[config.mk]
export PLATFORM = sky130hd
export DESIGN_NAME = b200_core_lite
export DESIGN_NICKNAME = d
export VERILOG_FILES = /design/src/source/core_regmap_pkg.sv /design/src/source/pps_pkg.sv /design/src/source/b200_core_lite.sv /design/src/source/core_regs.sv /design/src/source/pps_generator.sv /design/src/source/pps_select.sv
export SDC_FILE = /design/constraint.sdc
export NUM_CORES = 1
export LEC_CHECK = 0
export ABC_AREA = 1
export BUFFER_PORTS_ARGS = -buffer_cell sky130_fd_sc_hd__buf_2
export CORE_MARGIN = 3
export CORE_UTILIZATION = 50
export DETAILED_ROUTE_END_ITERATION = 8
export PLACE_DENSITY = 0.81
export SLEW_MARGIN = 30
export SYNTH_ARGS = -nofsm -noshare
export SYNTH_HDL_FRONTEND = slang
export SYNTH_HIERARCHICAL = 1
export SYNTH_SLANG_ARGS = --single-unit
export TNS_END_PERCENT = 20
[constraint.sdc]
create_clock -name radio_clk -period 4.3 [get_ports radio_clk]
set_input_delay 0.86 -clock radio_clk [delete_from_list [all_inputs] [get_ports radio_clk]]
set_output_delay 0.86 -clock radio_clk [all_outputs]
set_load 0.02 [all_outputs]
[src/source/core_regmap_pkg.sv]
// core register map
// APB widths, register addresses, compat readback constants and slot names

`default_nettype none

package core_regmap_pkg;

    ////////////////////////////////////////////////////////////
    // APB bus widths
    ////////////////////////////////////////////////////////////
    localparam int unsigned apb_addr_w = 8;
    localparam int unsigned apb_data_w = 32;

    ////////////////////////////////////////////////////////////
    // register addresses
    ////////////////////////////////////////////////////////////
    localparam logic [7:0] addr_misc     = 8'h10;
    localparam logic [7:0] addr_rb_sel   = 8'h20;
    localparam logic [7:0] addr_gpsdo_st = 8'h28;
    localparam logic [7:0] addr_pps_sel  = 8'h30;
    // 64-bit readback word, low then high half
    localparam logic [7:0] addr_rb_lo    = 8'h38;
    localparam logic [7:0] addr_rb_hi    = 8'h3C;

    ////////////////////////////////////////////////////////////
    // readback content
    ////////////////////////////////////////////////////////////
    localparam logic [31:0] compat_signature = 32'hACE0BA5E;
    localparam logic [15:0] compat_major     = 16'd3;
    localparam logic [15:0] compat_minor     = 16'd0;
    // one radio fitted
    localparam logic [7:0]  radio_status     = 8'd1;

    // readback slot
    typedef enum logic [1:0] {
        rb_compat   = 2'd0,
        rb_reserved = 2'd1,
        rb_status   = 2'd2,
        rb_none     = 2'd3
    } rb_sel_t;

endpackage

`default_nettype wire

[src/source/pps_pkg.sv]
// PPS definitions
// source selector encoding and timing constants

`default_nettype none

package pps_pkg;

    // selectable PPS sources
    typedef enum logic [1:0] {
        pps_gpsdo    = 2'd0,
        pps_external = 2'd1,
        pps_internal = 2'd2,
        pps_off      = 2'd3
    } pps_src_t;

    // flops in each input synchronizer
    localparam int unsigned pps_sync_stages = 2;

    // one second at 100 MHz
    localparam int unsigned pps_period_default = 100000000;

endpackage

`default_nettype wire

[src/source/b200_core_lite.sv]
// transceiver timing and control core
// APB register block, internal PPS generator and PPS source selection

`timescale 1ns/1ps
`default_nettype none

module b200_core_lite
    import core_regmap_pkg::*;
    import pps_pkg::*;
#(
    parameter int unsigned pps_period_cycles = pps_period_default
) (
    input  wire logic                  radio_clk,
    input  wire logic                  i_arst_n,
    // APB slave
    input  wire logic                  i_psel,
    input  wire logic                  i_penable,
    input  wire logic                  i_pwrite,
    input  wire logic [apb_addr_w-1:0] i_paddr,
    input  wire logic [apb_data_w-1:0] i_pwdata,
    output logic      [apb_data_w-1:0] o_prdata,
    output logic                       o_pready,
    output logic                       o_pslverr,
    // board signals
    input  wire logic                  i_pps_gpsdo,
    input  wire logic                  i_pps_ext,
    input  wire logic [31:0]           i_rb_misc,
    output logic      [31:0]           o_misc_outs,
    output logic                       o_pps
);

    pps_src_t pps_src;
    logic     int_pps;

    core_regs core_regs_inst (
        .radio_clk   (radio_clk),
        .i_arst_n    (i_arst_n),
        .i_psel      (i_psel),
        .i_penable   (i_penable),
        .i_pwrite    (i_pwrite),
        .i_paddr     (i_paddr),
        .i_pwdata    (i_pwdata),
        .i_rb_misc   (i_rb_misc),
        .o_prdata    (o_prdata),
        .o_pready    (o_pready),
        .o_pslverr   (o_pslverr),
        .o_misc_outs (o_misc_outs),
        .o_pps_src   (pps_src)
    );

    pps_generator #(
        .pps_period_cycles (pps_period_cycles)
    ) pps_generator_inst (
        .radio_clk (radio_clk),
        .i_arst_n  (i_arst_n),
        .o_pps     (int_pps)
    );

    pps_select pps_select_inst (
        .radio_clk   (radio_clk),
        .i_arst_n    (i_arst_n),
        .i_pps_gpsdo (i_pps_gpsdo),
        .i_pps_ext   (i_pps_ext),
        .i_pps_int   (int_pps),
        .i_pps_src   (pps_src),
        .o_pps       (o_pps)
    );

endmodule

`default_nettype wire

[src/source/core_regs.sv]
// core register block
// APB slave with misc, readback select, GPSDO status and PPS source registers

`timescale 1ns/1ps
`default_nettype none

module core_regs
    import core_regmap_pkg::*;
    import pps_pkg::*;
(
    input  wire logic                  radio_clk,
    input  wire logic                  i_arst_n,
    input  wire logic                  i_psel,
    input  wire logic                  i_penable,
    input  wire logic                  i_pwrite,
    input  wire logic [apb_addr_w-1:0] i_paddr,
    input  wire logic [apb_data_w-1:0] i_pwdata,
    input  wire logic [31:0]           i_rb_misc,
    output logic      [apb_data_w-1:0] o_prdata,
    output logic                       o_pready,
    output logic                       o_pslverr,
    output logic      [31:0]           o_misc_outs,
    output pps_src_t                   o_pps_src
);

    logic [31:0]     misc_q;
    rb_sel_t         rb_sel_q;
    logic [7:0]      gpsdo_st_q;
    pps_src_t        pps_src_q;
    logic [63:0]     rb_word;
    logic [apb_data_w-1:0] acc_data;
    logic            acc_err;
    logic            acc_first;
    logic            wr_fire;

    // ready rises in the second access cycle
    assign acc_first = i_psel && i_penable && !o_pready;
    assign wr_fire   = i_psel && i_penable && o_pready && i_pwrite;

    ////////////////////////////////////////////////////////////
    // readback word
    ////////////////////////////////////////////////////////////
    always_comb begin
        case (rb_sel_q)
            rb_compat:   rb_word = {compat_signature, compat_major, compat_minor};
            rb_reserved: rb_word = 64'd0;
            rb_status:   rb_word = {16'd0, radio_status, gpsdo_st_q, i_rb_misc};
            rb_none:     rb_word = 64'd0;
            default:     rb_word = 64'd0;
        endcase
    end

    ////////////////////////////////////////////////////////////
    // access decode
    ////////////////////////////////////////////////////////////
    always_comb begin
        acc_data = '0;
        acc_err  = 1'b0;
        case (i_paddr)
            addr_misc:     acc_data = misc_q;
            addr_rb_sel:   acc_data = {30'd0, rb_sel_q};
            addr_gpsdo_st: acc_data = {24'd0, gpsdo_st_q};
            addr_pps_sel:  acc_data = {30'd0, pps_src_q};
            addr_rb_lo: begin
                acc_data = rb_word[31:0];
                acc_err  = i_pwrite;
            end
            addr_rb_hi: begin
                acc_data = rb_word[63:32];
                acc_err  = i_pwrite;
            end
            default:       acc_err = 1'b1;
        endcase
        // writes and errors return zero
        if (i_pwrite || acc_err) begin
            acc_data = '0;
        end
    end

    // handshake
    always_ff @(posedge radio_clk or negedge i_arst_n) begin
        if (!i_arst_n) begin
            o_pready  <= 1'b0;
            o_pslverr <= 1'b0;
        end else if (acc_first) begin
            o_pready  <= 1'b1;
            o_pslverr <= acc_err;
        end else begin
            o_pready  <= 1'b0;
            o_pslverr <= 1'b0;
        end
    end

    always_ff @(posedge radio_clk) begin
        if (acc_first) begin
            o_prdata <= acc_data;
        end
    end

    ////////////////////////////////////////////////////////////
    // settings registers
    ////////////////////////////////////////////////////////////
    always_ff @(posedge radio_clk or negedge i_arst_n) begin
        if (!i_arst_n) begin
            misc_q    <= 32'd0;
            rb_sel_q  <= rb_compat;
            pps_src_q <= pps_gpsdo;
        end else if (wr_fire) begin
            case (i_paddr)
                addr_misc:    misc_q    <= i_pwdata;
                addr_rb_sel:  rb_sel_q  <= rb_sel_t'(i_pwdata[1:0]);
                addr_pps_sel: pps_src_q <= pps_src_t'(i_pwdata[1:0]);
                default: begin
                end
            endcase
        end
    end

    // GPSDO status byte from software
    always_ff @(posedge radio_clk) begin
        if (wr_fire && (i_paddr == addr_gpsdo_st)) begin
            gpsdo_st_q <= i_pwdata[7:0];
        end
    end

    assign o_misc_outs = misc_q;
    assign o_pps_src   = pps_src_q;

    // ready is only raised inside an access phase
    a_pready_in_access: assert property (
        @(posedge radio_clk) disable iff (!i_arst_n)
        $rose(o_pready) |-> $past(i_psel && i_penable) && i_psel && i_penable
    );

    // error response only comes with ready and zero read data
    a_pslverr_with_pready: assert property (
        @(posedge radio_clk) disable iff (!i_arst_n)
        o_pslverr |-> o_pready && (o_prdata == '0)
    );

endmodule

`default_nettype wire

[src/source/pps_generator.sv]
// internal PPS generator
// free-running counter, high for the first quarter of each period

`timescale 1ns/1ps
`default_nettype none

module pps_generator
    import pps_pkg::*;
#(
    parameter int unsigned pps_period_cycles = pps_period_default
) (
    input  wire logic radio_clk,
    input  wire logic i_arst_n,
    output logic      o_pps
);

    localparam int unsigned cnt_w = $clog2(pps_period_cycles);
    localparam logic [cnt_w-1:0] last_count = cnt_w'(pps_period_cycles - 1);
    localparam logic [cnt_w-1:0] high_count = cnt_w'(pps_period_cycles / 4);

    logic [cnt_w-1:0] cnt_q;

    always_ff @(posedge radio_clk or negedge i_arst_n) begin
        if (!i_arst_n) begin
            cnt_q <= '0;
            o_pps <= 1'b0;
        end else begin
            // wrap at end of period
            if (cnt_q == last_count) begin
                cnt_q <= '0;
            end else begin
                cnt_q <= cnt_q + 1'b1;
            end
            o_pps <= (cnt_q < high_count);
        end
    end

    a_count_in_period: assert property (
        @(posedge radio_clk) disable iff (!i_arst_n)
        32'(cnt_q) < pps_period_cycles
    );

endmodule

`default_nettype wire

[src/source/pps_select.sv]
// PPS source selection
// synchronizes GPSDO and external PPS, then picks the active source

`timescale 1ns/1ps
`default_nettype none

module pps_select
    import pps_pkg::*;
(
    input  wire logic     radio_clk,
    input  wire logic     i_arst_n,
    input  wire logic     i_pps_gpsdo,
    input  wire logic     i_pps_ext,
    input  wire logic     i_pps_int,
    input  wire pps_src_t i_pps_src,
    output logic          o_pps
);

    logic [pps_sync_stages-1:0] gpsdo_sync_q;
    logic [pps_sync_stages-1:0] ext_sync_q;

    ////////////////////////////////////////////////////////////
    // input synchronizers
    ////////////////////////////////////////////////////////////
    always_ff @(posedge radio_clk or negedge i_arst_n) begin
        if (!i_arst_n) begin
            gpsdo_sync_q <= '0;
            ext_sync_q   <= '0;
        end else begin
            gpsdo_sync_q <= {gpsdo_sync_q[pps_sync_stages-2:0], i_pps_gpsdo};
            ext_sync_q   <= {ext_sync_q[pps_sync_stages-2:0], i_pps_ext};
        end
    end

    ////////////////////////////////////////////////////////////
    // source mux
    ////////////////////////////////////////////////////////////
    always_comb begin
        case (i_pps_src)
            pps_gpsdo:    o_pps = gpsdo_sync_q[pps_sync_stages-1];
            pps_external: o_pps = ext_sync_q[pps_sync_stages-1];
            // generator shares the clock and needs no synchronizer
            pps_internal: o_pps = i_pps_int;
            pps_off:      o_pps = 1'b0;
            default:      o_pps = 1'b0;
        endcase
    end

    // off stays low and synchronized sources lag their pins by the sync depth
    a_src_timing: assert property (
        @(posedge radio_clk) disable iff (!i_arst_n)
        $past(i_arst_n, pps_sync_stages) |->
            o_pps == (i_pps_src == pps_gpsdo    ? $past(i_pps_gpsdo, pps_sync_stages) :
                      i_pps_src == pps_external ? $past(i_pps_ext, pps_sync_stages) :
                      i_pps_src == pps_internal ? i_pps_int : 1'b0)
    );

endmodule

`default_nettype wire

* Yosys cells after proc, flatten, opt, wreduce, memory -nomap -nowiden
Index checks and enable logic that the tools add are counted.
Storage, ports and cells: bits in registers 110, output and inout bits 67
Cells by class: multiplexer cells 7, equality and inequality tests 13, $add $sub $neg 1, reductions and logical operators 15, $lt $le $gt $ge 1
Operators with widths (count):
- $pmux 32 s6 | 1
- $pmux 64 s3 | 1
- $eq 8x6->1 const B | 5
- $add 27x1->27 const B | 1
- $eq 27x27->1 const B | 1
- $lt 27x25->1 const B | 1
- $mux 27 | 1
- $eq 2x2->1 const B | 4
- $eq 8x5->1 const B | 1
- $reduce_and 2->1 | 3
- $logic_and 1x1->1 | 5
- $eq 2x1->1 const B | 2
- $logic_not 2->1 | 2
- $pmux 1 s4 | 1
- $reduce_or 2->1 | 2
- $reduce_or 4->1 | 1
- $mux 1 | 2
- $pmux 1 s2 | 1
- $logic_not 1->1 | 1
- $logic_or 1x1->1 | 1

* Depth between registers and ports, before layout
Gate-level depths: netlist of run 1.
depth in word-level cells 4, depth in mapped cells 10, mapped depth without buffers 9

* Cells and area by module
Netlist of run 1, hierarchy kept.
By module, submodules not included:
- core_regs | sequential area each 2152.1 um^2, area each 3848.7 um^2, times used 1, cells each 472
- pps_generator | sequential area each 700.7 um^2, area each 1735.4 um^2, times used 1, cells each 255
- pps_select | sequential area each 100.1 um^2, area each 127.6 um^2, times used 1, cells each 10

* Worst setup path before layout of run 1
OpenSTA, ideal clock, no wires.
path type input -> register, start point input i_psel, end point register core_regs_inst.o_prdata[0] (enable), path slack 1562 ps, path buffers 0, setup time 424 ps, stages on the path 2, data arrival time 2314 ps, cell sequence nand2_1 nor2_1
Between the ends: longest elaborated chain between the ends 2
RTL lines:
- from (decl) | RTL line b200_core_lite.sv:16 | input wire logic i_psel,
- $logic_and 1x1->1 (2 in a row) | RTL line core_regs.sv:37 | assign acc_first = i_psel && i_penable && !o_pready;
- via core_regs_inst.acc_first | RTL line core_regs.sv:33 | logic acc_first;
- to (signal assigned) | RTL line core_regs.sv:96 | o_prdata <= acc_data;
- to (decl) | RTL line core_regs.sv:19 | output logic [apb_data_w-1:0] o_prdata,
The timed path passes the listed nets, and every way through them passes these cells. A chain may end at the register's enable or synchronous reset.

* Worst setup path after layout of run 1
start point input i_paddr[0], end point register core_regs_inst.o_prdata[1], data pin
Between the ends: longest elaborated chain between the ends 4
RTL lines:
- from (decl) | RTL line b200_core_lite.sv:19 | input wire logic [apb_addr_w-1:0] i_paddr,
- $eq 8x5->1 or $eq 8x6->1 (tied branches) | RTL line core_regs.sv:59 | case (i_paddr)
- $reduce_or 4->1 (no line) or $reduce_or 2->1 (tied branches)
- $pmux 1 s2 | RTL line core_regs.sv:59
- $logic_or 1x1->1 | RTL line core_regs.sv:75 | if (i_pwrite || acc_err) begin
Several ways; a longest one is shown, not always the timed one.

==> results.toml, run 1 <==
[clock_tree]
ctsHoldBuffers = 0
insertion_delay_ps = 350
cts_resized = 0
clockBufferDepth = 2
clock_sinks = 110
htreeDepth = 3
cts_tree = "done"
clk_pin_slew_ps = 70
cts_setup_buffers = 0
clock-root-buffer = "clkbuf_16"
cts_buffers = 9

[synth]
yosysWarnings = 6
synth_area_per_cell_um2 = 7.75
synth-seq-area-share = 0.517
ys.flop_type = "dfrtp_1"
synthArstFlopShare = 0.636
syn_inst = 737
synth_edf_count = 40
ys_types = 29
synth_nets = 817
synthesis.area_mm2 = 0.00571
synth_seq_cells = 110

[floorplan]
die_w_um = 113
coreArea_mm2 = 0.0110
initial_core_util = 0.520
fp.dieH_um = 113
dieArea_mm2 = 0.0127
rows = 38
num_io_pins = 146

[drt]
vias_per_cell = 5.07
vias = 5199
wire_per_inst_um = 14.1
drc_errors = 0
ant_nets = 0
first_iter_violations = 440
totalWireLength_um = 14400
firstDrtPassIters = 5

[global_route]
grt_use_total = 0.227
grt_overflow = 0
grt_max_degree = 60
grt_pass1_wl_um = 23100
grt_pass1_vias = 4805
antenna_found_initial = 0

[place]
place_ws_ps = 1440
hpwl_um = 10600
io_buffers = 145
place.gp.congestion = 0.888

[setup_path]
cp_num_buf_inv = 3
critPathRequiredTime_ps = 4460
criticalPathCategory = "input port to flip-flop"
cp.arrival_ps = 2560
critPathTopFamily = "simple AND/OR/NAND/NOR gates"
cp-start-kind = "input port"
crit_path_frequent_cell = "nand2_2"
crit_path_end_kind = "flip-flop"
path_max_fanout = 32
crit_chain = "buf_2, inv_2, nand2_2, nor2_4, inv_2, nor2_4, nor2_1, nand2_2, nand2_2, nor2_1"
cp_slowest_cell = "nand2_2"
cpPeakStageDelay_ps = 370

[finish]
drive_gt1_frac = 0.220
diodes = 0
syn2layout_area_growth_pct = 19.2
nNetsFinal = 960
fin_util = 0.620

[min_path]
worstHoldPathType = "flip-flop to flip-flop"

[timing]
clock-skew-final_ps = 11.2
finalSetupViolations = 0
fin_crit_ps = 2400
setup_slack_ps = 1900
fmax_ghz = 0.416
tightestPinTransition_ps = 852
finalHoldViolations = 0
maxSlewViolCount = 0
setup_tns_ps = 0
rsz0062_at_grt = "false"
post-route-period-util = 0.559
relSlewSlack = 0.431

[power]
powerDensity_mw_per_mm2 = 295
vdd_drop_max_uv = 169
p_leak_uw = 0.00354

[job]
maxCapViolCount = 0

[status]
status = "completed"
-- metrics by stage --
step / instances / cell area (um^2) / total power, uW / hold slack [ps]
after floorplan: 737 / 5710 / 1160 / 331
after global placement: 1009 / 6520 / 1230 / 336
after detailed placement: 1009 / 6520 / 1230 / 337
after CTS: 1025 / 6800 / 2030 / 352
after global routing: 1025 / 6810 / 2090 / 364
final: 1025 / 6810 / 2010 / 351
-- final timing paths --
kind | start | endpoint | slack, ps | cells past startpoint
max in group asynchronous | i_arst_n | core_regs_inst/o_misc_outs[3]$_DFFE_PN0P_ | 2900 | 2
max | i_paddr[0] | core_regs_inst/o_prdata[1]$_SDFFCE_PP0P_ | 1900 | 10
min reg2reg | pps_select_inst/ext_sync_q[0]$_DFF_PN0_ | pps_select_inst/ext_sync_q[1]$_DFF_PN0_ | 350 | 0
max reg2reg | core_regs_inst/rb_sel_q[0]$_DFFE_PN0P_ | core_regs_inst/o_prdata[22]$_SDFFCE_PP0P_ | 1930 | 7
min | pps_select_inst/ext_sync_q[0]$_DFF_PN0_ | pps_select_inst/ext_sync_q[1]$_DFF_PN0_ | 350 | 0
min in group asynchronous | i_arst_n | core_regs_inst/o_misc_outs[7]$_DFFE_PN0P_ | 600 | 1
-- sequential cells by signal, summed over array words and instances (netlist names) --
name                          count
core_regs_inst/o_misc_outs       32
pps_generator_inst/o_pps          1
core_regs_inst/o_pps_src          2
pps_select_inst/gpsdo_sync_q      2
pps_generator_inst/cnt_q         27
core_regs_inst/rb_sel_q           2
core_regs_inst/o_pslverr          1
core_regs_inst/gpsdo_st_q         8
core_regs_inst/o_prdata          32
pps_select_inst/ext_sync_q        2
core_regs_inst/o_pready           1
-- synth_stat cells, drive strengths merged (3+ instances only) --
cell type	instances	area, um^2
nor2	191	811
inv	106	398
a21oi	32	160
nand3	50	250
nor3	3	15.0
nand2	189	742
o21ai	16	80.1
xor2	7	61.3
edfxtp	40	1200
buf	17	124
o21a	4	30.0
dfrtp	70	1750
-- cells by family (layout without fill, tap and decap cells) --
family / after synthesis / count (layout) / synth area share
buffers and inverters: 124 / 272 / 0.0920
adders and majority gates: 1 / 1 / 0.00219
xor gates and xnor gates: 9 / 9 / 0.0138
AOI/OAI and AO/OA: 54 / 54 / 0.0497
DFF: 110 / 110 / 0.517
and+or+nand+nor: 439 / 439 / 0.325
-- per-layer routing --
metal	share of wire	GRT usage	vias to the layer above
li1	-	-	2555
met1	0.41	0.293	2389
met2	0.48	0.382	227
met3	0.079	0.0401	28
met4	0.027	0.0881	0
met5	0	0	-
-- cell type report --
class | count | area (um^2)
Clock inverter | 6 | 43.8
Tap cell | 140 | 175
Fill cell | 966 | 4170
Timing Repair Buffer | 149 | 756
Inverter | 107 | 402
Multi-Input combinational cell | 503 | 2240
Clock buffer | 10 | 239
Sequential cell | 110 | 2950
-- placed cells by master (no fill, tap or decap), types with 2 or more instances in the layout --
cell,count
clkinv_1,2
inv_2,5
nand2_1,178
o21ai_0,16
inv_6,3
nor2_2,5
dfrtp_1,70
nor2_1,176
xnor2_1,2
xor2_1,7
nand4_1,2
buf_4,4
nand2_2,9
inv_1,101
nand3_1,50
clkbuf_16,9
and2_1,2
a21oi_1,32
edfxtp_1,40
nand2_4,2
nor3_1,3
buf_2,145
nor2_4,9
o21a_1,4
-- report_power, final --
| group | internal [uW] | total, uW | leakage (uW) | switching, uW |
|---|---|---|---|---|
| sequential | 1100 | 1100 | 0.00122 | 3.73 |
| clock | 414 | 800 | 0.000141 | 386 |
| combinational | 39.2 | 110 | 0.00218 | 70.3 |
| total | 1550 | 2010 | 0.00354 | 460 |
(Power assumes the default switching activity.)
==> run 2, diff against run 1 <==
--- a/config.mk
+++ b/config.mk
@@ -8,7 +8,7 @@
 export ABC_AREA = 1
 export BUFFER_PORTS_ARGS = -buffer_cell sky130_fd_sc_hd__buf_2
 export CORE_MARGIN = 3
-export CORE_UTILIZATION = 50
+export CORE_UTILIZATION = 48
 export DETAILED_ROUTE_END_ITERATION = 8
 export PLACE_DENSITY = 0.81
 export SLEW_MARGIN = 30
==> constraint.sdc (replaced) <==
create_clock -name radio_clk -period 2 [get_ports radio_clk]
set_input_delay 0.4 -clock radio_clk [delete_from_list [all_inputs] [get_ports radio_clk]]
set_output_delay 0.4 -clock radio_clk [all_outputs]
set_load 0.02 [all_outputs]
==> run 2 against run 1 <==
Core utilization decreased by 1.7 points. Hold slack got worse by 310 ps. Final area increased by 2.0%. Total power increased by 120%. Critical path type is now flip-flop to output pin. Largest cell class unchanged.
==> results.toml, run 2 (synthesis gave the netlist of run 1 again) <==
[status]
status = "completed"

[power]
vdd_drop_max_uv = 404
p_total_uw = 4340
powerDensity_mw_per_mm2 = 624
p_leak_uw = 0.00359

[job]
maxCapViolCount = 0

[drt]
ant_nets = 0
vias = 5111
top_layer = "met4"
route.met2.wl_um = 6740
totalWireLength_um = 14200
drc_errors = 0
vias_per_cell = 4.93
firstDrtPassIters = 5
first_iter_violations = 444
wl_met3_um = 1270
wire_per_inst_um = 13.7
wl_met1_um = 5970

[finish]
final_common_cell = "nand2_1"
nNetsFinal = 969
nFillCells = 994
syn2layout_area_growth_pct = 21.6
final_cell_area_mm2 = 0.00695
diodes = 0
mostFrequentLayoutCells = "nand2_1, nor2_1, buf_2"
drive_gt1_frac = 0.229

[setup_path]
cp.arrival_ps = 1190
cp-start-kind = "flip-flop"
critPathTopFamily = "flip-flops"
critPathRequiredTime_ps = 1600
cp_num_buf_inv = 2
crit_chain = "inv_1, nand3_1, nand3_1, buf_2"
crit_path_frequent_cell = "nand3_1"
criticalPathCategory = "flip-flop to output pin"
cp_slowest_cell = "dfrtp_1"
cpPeakStageDelay_ps = 420
crit_path_end_kind = "output pin"
path_max_fanout = 4
r2r_slack_ps = 430

[global_route]
antenna_found_initial = 0
grt_pass1_vias = 4698
grt_pass1_wl_um = 22500
grt_overflow = 0
grt_use_total = 0.216
grt_max_degree = 71

[clock_tree]
clockBufferDepth = 2
cts_resized = 0
clk_pin_slew_ps = 70
cts_buffers = 9
clock-root-buffer = "clkbuf_16"
cts_setup_buffers = 0
ctsHoldBuffers = 0
insertion_delay_ps = 360
htreeDepth = 3
cts_tree = "done"
clock_sinks = 110

[timing]
finalSetupViolations = 0
holdWs_ps = 42.6
finalHoldViolations = 0
relSlewSlack = 0.619
fin_crit_ps = 1590
tightestPinTransition_ps = 569
rsz0062_at_grt = "false"
post-route-period-util = 0.793
fmax_ghz = 0.631
clock-skew-final_ps = 8.82
maxSlewViolCount = 0
setup_tns_ps = 0

[place]
io_buffers = 145
hpwl_um = 10400
place.gp.congestion = 0.896
place_area_mm2 = 0.00666

[min_path]
worstHoldPathType = "input port to asynchronous set/reset pin"

[floorplan]
rows = 39
dieArea_mm2 = 0.0132
initial_core_util = 0.496
num_io_pins = 146
fp.dieH_um = 115
die_w_um = 115
coreArea_mm2 = 0.0115
run 2: cell types whose count changed in the layout (fill, tap and decap cells not counted), sizes merged:
cell and change:
buf +9, clkinv -2, clkinvlp +2
run 2: final timing paths:
path | start | to | depth (start not counted)
worst max-delay path | core_regs_inst/o_pps_src[1]$_DFFE_PN0P_ | o_pps | 4
worst max register to register | core_regs_inst/rb_sel_q[0]$_DFFE_PN0P_ | core_regs_inst/o_prdata[0]$_SDFFCE_PP0P_ | 10
worst min-delay path | i_arst_n | core_regs_inst/o_pready$_DFF_PN0_ | 2
min in group radio_clk | i_pps_gpsdo | pps_select_inst/gpsdo_sync_q[0]$_DFF_PN0_ | 1
worst min register to register | pps_select_inst/gpsdo_sync_q[0]$_DFF_PN0_ | pps_select_inst/gpsdo_sync_q[1]$_DFF_PN0_ | 0
max in group asynchronous | i_arst_n | pps_select_inst/ext_sync_q[1]$_DFF_PN0_ | 2
run 2: metrics by stage:
stage | cells | worst slack, ps | util
3_5_place_dp | 1021 | 179 | 0.578
5_1_grt | 1037 | 280 | 0.603
2_1_floorplan | 737 | 221 | -
4_1_cts | 1037 | 398 | 0.603
3_3_place_gp | 1021 | 230 | 0.578
6_report | 1037 | 414 | 0.603
run 2: per-layer routing:
metal | global-route usage | vias up
li1 | - | 2566
met1 | 0.270 | 2319
met2 | 0.359 | 206
met3 | 0.0689 | 20
met4 | 0.0657 | 0
met5 | 0 | -
run 2: power by group:
group | total (uW) | internal, uW | leakage [uW] | switching, uW
clock | 1740 | 899 | 0.000139 | 839
sequential | 2360 | 2360 | 0.00122 | 9.06
combinational | 233 | 87.2 | 0.00224 | 146
total | 4340 | 3340 | 0.00359 | 994
run 2: cell type report:
type / instances / area, um^2 / area share
multi-input combinational: 503 / 2240 / 0.322
inverter: 107 / 402 / 0.0578
tap: 143 / 179 / 0.0258
clock buffer: 10 / 239 / 0.0344
clock inverter: 6 / 51.3 / 0.00739
timing repair buffer: 158 / 886 / 0.128
sequential: 110 / 2950 / 0.425
